<file path="src/source/lsu_pkg.sv">
package lsu_pkg;

    // cache geometry
    localparam int WAY_CNT    = 2;
    localparam int LINE_WORDS = 4;
    localparam int SET_CNT    = 256;
    localparam int WAY_WORDS  = SET_CNT * LINE_WORDS;
    localparam int VIC_W      = $clog2(WAY_CNT);  // victim index width

    typedef logic [31:0] word_t;
    typedef logic [31:0] paddr_t;     // virtual or physical byte address
    typedef logic [9:0]  ram_addr_t;  // word index inside a way, addr[11:2]
    typedef logic [7:0]  set_idx_t;   // addr[11:4]
    typedef logic [19:0] ppn_t;
    typedef logic [3:0]  byte_en_t;

    typedef enum logic [1:0] {
        SIZE_BYTE,
        SIZE_HALF,
        SIZE_WORD
    } mem_size_e;

    typedef struct packed {
        logic valid;
        logic dirty;
        ppn_t ppn;
    } tag_t;

    typedef struct packed {
        logic      write;
        mem_size_e size;
        paddr_t    vaddr;
        word_t     wdata;
    } lsu_req_t;

    typedef struct packed {
        paddr_t paddr;
        logic   uncached;
    } lsu_xlat_t;

    typedef struct packed {
        logic     valid;     // address phase
        logic     write;
        logic     uncached;  // single word when set, else 4-word burst
        paddr_t   addr;
        logic     wvalid;
        word_t    wdata;
        byte_en_t wstrb;
    } cache_bus_req_t;

    typedef struct packed {
        logic  ready;
        logic  data_ok;
        logic  data_last;
        word_t rdata;
    } cache_bus_resp_t;

    typedef enum logic [3:0] {
        NORMAL, WB_READ, WADR, WDAT, RADR, RDAT, PRADR, PRDAT, PWADR, PWDAT
    } miss_state_e;

endpackage
</file>
<file path="src/source/lsu_miss_fsm.sv">
module lsu_miss_fsm (
    input  logic                      clk,
    input  logic                      rst_n,
    input  logic                      start_i,
    input  lsu_pkg::paddr_t           m2_paddr_i,
    input  logic                      m2_write_i,
    input  logic                      m2_uncached_i,
    input  lsu_pkg::word_t            m2_wdata_i,
    input  lsu_pkg::byte_en_t         m2_wstrb_i,
    input  lsu_pkg::tag_t [lsu_pkg::WAY_CNT-1:0] way_tag_i,
    input  lsu_pkg::word_t            way_data_i,
    output logic                      busy_o,
    output lsu_pkg::ram_addr_t        ram_raddr_o,
    output logic                      ram_rsel_o,
    output lsu_pkg::byte_en_t         fill_we_o,
    output logic [lsu_pkg::WAY_CNT-1:0] fill_way_o,
    output lsu_pkg::ram_addr_t        fill_addr_o,
    output lsu_pkg::word_t            fill_data_o,
    output lsu_pkg::tag_t             fill_tag_o,
    output logic                      fill_tag_we_o,
    output logic                      unc_valid_o,
    output lsu_pkg::word_t            unc_rdata_o,
    output lsu_pkg::cache_bus_req_t   bus_req_o,
    input  lsu_pkg::cache_bus_resp_t  bus_resp_i
);
    import lsu_pkg::*;

    miss_state_e      state_q, state_d;
    logic [2:0]       cnt_q;
    logic [VIC_W-1:0] ptr_q, victim_q, victim_d;
    ppn_t             wb_ppn_q;
    word_t            line_buf [LINE_WORDS];
    word_t            unc_rdata_q;
    set_idx_t         set_idx;
    logic             beat, last_beat, victim_dirty;

    assign set_idx   = m2_paddr_i[11:4];
    assign beat      = bus_resp_i.data_ok;
    assign last_beat = bus_resp_i.data_ok && bus_resp_i.data_last;

    // first invalid way, else the pointer
    always_comb begin
        victim_d = ptr_q;
        for (int w = WAY_CNT - 1; w >= 0; w--) begin
            if (!way_tag_i[w].valid) victim_d = w[VIC_W-1:0];
        end
    end

    // dirty bit of an invalid way is stale
    assign victim_dirty = way_tag_i[victim_d].valid && way_tag_i[victim_d].dirty;

    always_comb begin
        state_d = state_q;
        case (state_q)
            NORMAL: begin
                if (start_i && m2_uncached_i) state_d = m2_write_i ? PWADR : PRADR;
                else if (start_i) state_d = victim_dirty ? WB_READ : RADR;
            end
            WB_READ: if (cnt_q == 3'd4) state_d = WADR;
            WADR:    if (bus_resp_i.ready) state_d = WDAT;
            WDAT:    if (last_beat) state_d = RADR;
            RADR:    if (bus_resp_i.ready) state_d = RDAT;
            RDAT:    if (last_beat) state_d = NORMAL;
            PRADR:   if (bus_resp_i.ready) state_d = PRDAT;
            PRDAT:   if (last_beat) state_d = NORMAL;
            PWADR:   if (bus_resp_i.ready) state_d = PWDAT;
            PWDAT:   if (last_beat) state_d = NORMAL;
            default: state_d = NORMAL;
        endcase
    end

    always_ff @(posedge clk) begin
        if (!rst_n) begin
            state_q <= NORMAL;
            cnt_q   <= '0;
            ptr_q   <= '0;
        end else begin
            state_q <= state_d;
            if (state_q != state_d) cnt_q <= '0;
            else if (state_q == WB_READ) cnt_q <= cnt_q + 3'd1;
            else if ((state_q == WDAT || state_q == RDAT) && beat) cnt_q <= cnt_q + 3'd1;
            if (state_q == RDAT && last_beat) ptr_q <= ptr_q + 1'b1;  // toggle after refill
        end
    end

    always_ff @(posedge clk) begin
        if (state_q == NORMAL && start_i) begin
            victim_q <= victim_d;
            wb_ppn_q <= way_tag_i[victim_d].ppn;
        end
        if (state_q == WB_READ && cnt_q != 3'd0) begin
            line_buf[cnt_q[1:0] - 2'd1] <= way_data_i;  // read returns one cycle late
        end
        if (state_q == PRDAT && beat) unc_rdata_q <= bus_resp_i.rdata;
    end

    assign busy_o      = (state_q != NORMAL) || start_i;
    assign ram_raddr_o = {set_idx, cnt_q[1:0]};
    assign ram_rsel_o  = (state_q == WB_READ) && (cnt_q < 3'd4);

    assign fill_way_o    = WAY_CNT'(1) << victim_q;
    assign fill_we_o     = (state_q == RDAT && beat) ? 4'hf : 4'h0;
    assign fill_addr_o   = {set_idx, cnt_q[1:0]};
    assign fill_data_o   = bus_resp_i.rdata;
    assign fill_tag_we_o = (state_q == RDAT) && last_beat;
    assign fill_tag_o    = '{valid: 1'b1, dirty: 1'b0, ppn: m2_paddr_i[31:12]};

    assign unc_valid_o = (state_q == PRDAT || state_q == PWDAT) && last_beat;
    assign unc_rdata_o = unc_rdata_q;

    always_comb begin
        bus_req_o = '0;
        case (state_q)
            WADR, WDAT: begin
                bus_req_o.valid  = (state_q == WADR);
                bus_req_o.write  = 1'b1;
                bus_req_o.addr   = {wb_ppn_q, set_idx, 4'b0};
                bus_req_o.wvalid = (state_q == WDAT);
                bus_req_o.wdata  = line_buf[cnt_q[1:0]];
                bus_req_o.wstrb  = 4'hf;
            end
            RADR: begin
                bus_req_o.valid = 1'b1;
                bus_req_o.addr  = {m2_paddr_i[31:4], 4'b0};
            end
            PRADR, PRDAT, PWADR, PWDAT: begin
                bus_req_o.valid    = (state_q == PRADR || state_q == PWADR);
                bus_req_o.write    = (state_q == PWADR || state_q == PWDAT);
                bus_req_o.uncached = 1'b1;
                bus_req_o.addr     = m2_paddr_i;
                bus_req_o.wvalid   = (state_q == PWDAT);
                bus_req_o.wdata    = m2_wdata_i;
                bus_req_o.wstrb    = m2_wstrb_i;
            end
            default: ;
        endcase
    end

    a_req_stable: assert property (@(posedge clk) disable iff (!rst_n)
        bus_req_o.valid && !bus_resp_i.ready |=>
            bus_req_o.valid && $stable(bus_req_o.addr) && $stable(bus_req_o.write));

endmodule

</file>
<file path="config.mk">
export PLATFORM = sky130hd
export DESIGN_NAME = lsu_miss_fsm
export DESIGN_NICKNAME = d
export VERILOG_FILES = /design/src/source/lsu_pkg.sv /design/src/source/lsu_miss_fsm.sv
export SDC_FILE = /design/constraint.sdc
export NUM_CORES = 1
export LEC_CHECK = 0
export BUFFER_PORTS_ARGS = -buffer_cell sky130_fd_sc_hd__buf_2
export CAP_MARGIN = 20
export CORE_MARGIN = 2
export CORE_UTILIZATION = 32
export CTS_CLUSTER_SIZE = 12
export DETAILED_ROUTE_END_ITERATION = 10
export SLEW_MARGIN = 25
export SYNTH_ARGS = -nofsm -noshare
export SYNTH_HDL_FRONTEND = slang
export SYNTH_SLANG_ARGS = --single-unit
export TNS_END_PERCENT = 50
</file>
<file path="constraint.sdc">
create_clock -name clk -period 3.1 [get_ports clk]
set_clock_uncertainty 0.15 [all_clocks]
set_input_delay 0.465 -clock clk [delete_from_list [all_inputs] [get_ports clk]]
set_output_delay 0.465 -clock clk [all_outputs]
set_load 0.005 [all_outputs]
</file>
==> flow_metrics.py <==
metrics = {
    "global_route": {
        "grt_max_degree": 58,
        "grt_pass1_vias": 5458,
        "grt-ovfl-total": 0,
        "antenna_found_initial": 0,
        "grt_usage_pct": 14.9,
        "grt_pass1_wl_mm": 31.9,
    },
    "placed_design": {
        "dpl.hpwl_mm": 15.2,
        "post-place-cells": 1172,
        "gp_congestion": 0.873,
        "io_buffers": 369,
    },
    "finish": {
        "multiInputGateArea_um2": 2140,
        "fin_nets": 1045,
        "n_fill_cell": 2432,
        "area_growth_pct": 28.5,
        "antenna_cells": 0,
        "layout_common_cells": "buf_2, edfxtp_1, nand2_1, a22o_1, mux4_2",
        "final_util_pct": 41.9,
        "drive_gt1_share_pct": 53.5,
        "fin_cells": 1204,
        "final_common_cell": "buf_2",
        "ff_latch_area_um2": 5640,
    },
    "critical_path": {
        "reg2reg_from": "state_q[0]$_SDFF_PN0_",
        "cp_slowest_cell": "dfxtp_2",
        "cp_max_fo": 12,
        "path_class": "register to output port",
        "slowest_delay_ns": 0.66,
        "reg2reg_slack_ns": 0.79,
        "reg2regPathDepth": 5,
        "startpoint_type": "register",
        "crit_required_ns": 2.48,
        "reg2reg_to": "line_buf[2][0]$_DFFE_PP_",
        "critPathCaptureType": "output port",
        "worstPathArrival_ns": 2.20,
        "crit_chain": "buf_4 > mux4_2 > a22o_1 > buf_2",
    },
    "timing": {
        "rsz0062_at_grt": "no",
        "slew_viol_final": 0,
        "period_minus_slack_ns": 2.81,
        "post-route-period-util_pct": 90.8,
        "setup_viol": 0,
        "tns_ns": 0,
        "slew_headroom_pct": 57.2,
        "max_freq_mhz": 355,
        "worst_pin_slew_ns": 0.642,
        "finalHoldViolations": 0,
    },
    "clock_tree": {
        "cts_root_buffer": "clkbuf_16",
        "clock_sinks": 191,
        "htree_levels": 4,
        "cts_tree": "built",
        "postCtsSetupBuffers": 0,
        "cts_buffer_depth": 2,
        "hold_buffers": 0,
        "cts_resized": 0,
        "worst_skew_pair.late_latency_ns": 0.42,
        "path_clk_slew_ns": 0.08,
        "cts_buffers": 17,
    },
    "die": {
        "fp.dieW_um": 167,
        "die_h_um": 167,
        "die-area_um2": 27900,
        "placementRows": 59,
        "core_um2": 26100,
        "io_pins": 372,
        "initial_core_util_pct": 32.6,
    },
    "min_path": {
        "hold_end": "unc_rdata_o[19]$_DFFE_PP_",
        "min_from": "bus_resp_i[19]",
        "min_path_cells": 1,
        "hp-class": "primary input to register",
    },
    "detailed_routing": {
        "num_vias": 5584,
        "first_pass_iters": 4,
        "drt_iter0_drc": 363,
        "wl_mm": 21.4,
        "drt_drc_violations_left": 0,
        "vias_per_cell": 4.64,
        "ant_nets": 0,
        "wl_per_cell_um": 17.8,
    },
    "synth": {
        "ys_warn_count": 0,
        "postSynthAreaPerCell_um2": 15.3,
        "syn_nets": 745,
        "ys_ff_latch": 191,
        "netlist_instances": 556,
        "ys_seq_area_share_pct": 66.3,
        "syn-cell-area_um2": 8500,
        "yosysUniqueCellTypes": 45,
    },
    "power_and_ir_drop": {
        "cellPowerDensity_nw_per_um2": 558,
        "max-vdd-ir-drop_mv": 0.258,
        "power.leakage_nw": 4.54,
    },
    "run": {
        "max_cap_viol_count": 0,
    },
    "outcome": {
        "status": "complete, no violations",
    },
}
-- kinds of logic (layout without fill, tap and decap cells) --
group,after synthesis,in the layout,synth area share (%)
xor gates and xnor gates,4,4,0.412
buffers and inverters,115,428,8.90
muxes,34,34,8.71
and+or+nand+nor,125,125,7.11
other,2,2,0.0883
AOI/OAI and AO/OA,79,79,7.64
adders and majority gates,6,6,0.854
DFF,191,191,66.3
-- layer usage --
| metal | part of all wire, % | GRT usage (%) | up-vias |
|---|---|---|---|
| met5 | 0 | 0 | - |
| met4 | 0.74 | 3.64 | 0 |
| met3 | 5.9 | 2.95 | 11 |
| met2 | 49 | 24.1 | 221 |
| met1 | 45 | 20.7 | 2720 |
| li1 | - | - | 2632 |
-- how the worst max path moves through the flow --
stage | endpoint | depth (start not counted) | slack (ns) | startpoint
2_1_floorplan | line_buf[3][0]$_DFFE_PP_ | 4 | 0.30 | state_q[2]$_SDFF_PN0_
3_3_place_gp | bus_req_o[29] | 4 | 0.68 | register
3_5_place_dp | bus_req_o[27] | 4 | 0.59 | state_q[2]$_SDFF_PN0_
4_1_cts | bus_req_o[27] | 4 | 0.11 | state_q[3]$_SDFF_PN0_
5_1_grt | bus_req_o[45] | 5 | 0.13 | state_q[0]$_SDFF_PN0_
6_report | bus_req_o[17] | 4 | 0.29 | register
-- synth_stat cells (all sizes together) --
master   instances  area (um2)
o211ai           1        7.51
or3              1        11.3
inv              9        33.8
and2            10        62.6
nor4             1        12.5
a41oi            1        8.76
buf             99         697
mux4            32         721
o21ai            4        20.0
nand2b           2        12.5
o2111ai          1        8.76
a21boi           1        7.51
edfxtp         181        5440
nand2           70         263
nor3b            1        7.51
ha               5        62.6
and3b            1        8.76
a31oi            3        18.8
a21oi            5        25.0
nor3             2        15.0
nor2b           12        75.1
dfxtp           10         200
a22o            55         482
and3             2        17.5
maj3             1        10.0
or4              1        11.3
nand4            1        6.26
o221ai           1        8.76
a21o             4        30.0
o311ai           2        25.0
conb             2        7.51
xnor2            4        35.0
clkbuf           7        26.3
nand3            4        25.0
or4bb            1        11.3
nand4b           1        8.76
a211oi           1        7.51
mux2i            2        20.0
nor2            15        56.3
-- area by class of cell --
class / instances / area share, %
timing repair buffer: 387 / 18.9
multi-input combinational: 250 / 19.6
tap: 335 / 3.84
clock buffer: 18 / 3.93
clock inverter: 14 / 1.81
inverter: 9 / 0.309
sequential: 191 / 51.6
-- where the power goes --
group | switching, W | internal (W)
Combinational | 0.000416 | 0.000415
Sequential | 0.0000412 | 0.00288
Clock | 0.00103 | 0.00131
-- state kept, by name (all words and copies together) (netlist names), named ones only --
| name | count |
|---|---|
| line_buf | 128 |
| unc_rdata_o | 32 |
| wb_ppn_q | 20 |
| state_q | 4 |
| cnt_q | 3 |
| ptr_q | 1 |
| victim_q | 1 |
-- through the flow --
step,instance area [um2],setup slack [ns],hold WS (ns),total power [W]
floorplan,8500,0.300,0.372,0.00345
global placement,10300,0.681,0.415,0.00381
detailed placement,10300,0.587,0.422,0.00382
CTS,10900,0.111,0.0476,0.00617
global route,10900,0.134,0.0428,0.00634
finish,10900,0.287,0.0709,0.00609
-- worst max-delay path, delay by kind of cell (launching register included) --
kind	cells	cell delay [ns]
AO/OA/AOI/OAI	1	0.20
flip-flops	1	0.66
buffers and inverters	2	0.39
multiplexers	1	0.53
Note: power is estimated with default switching activity, not from simulation.
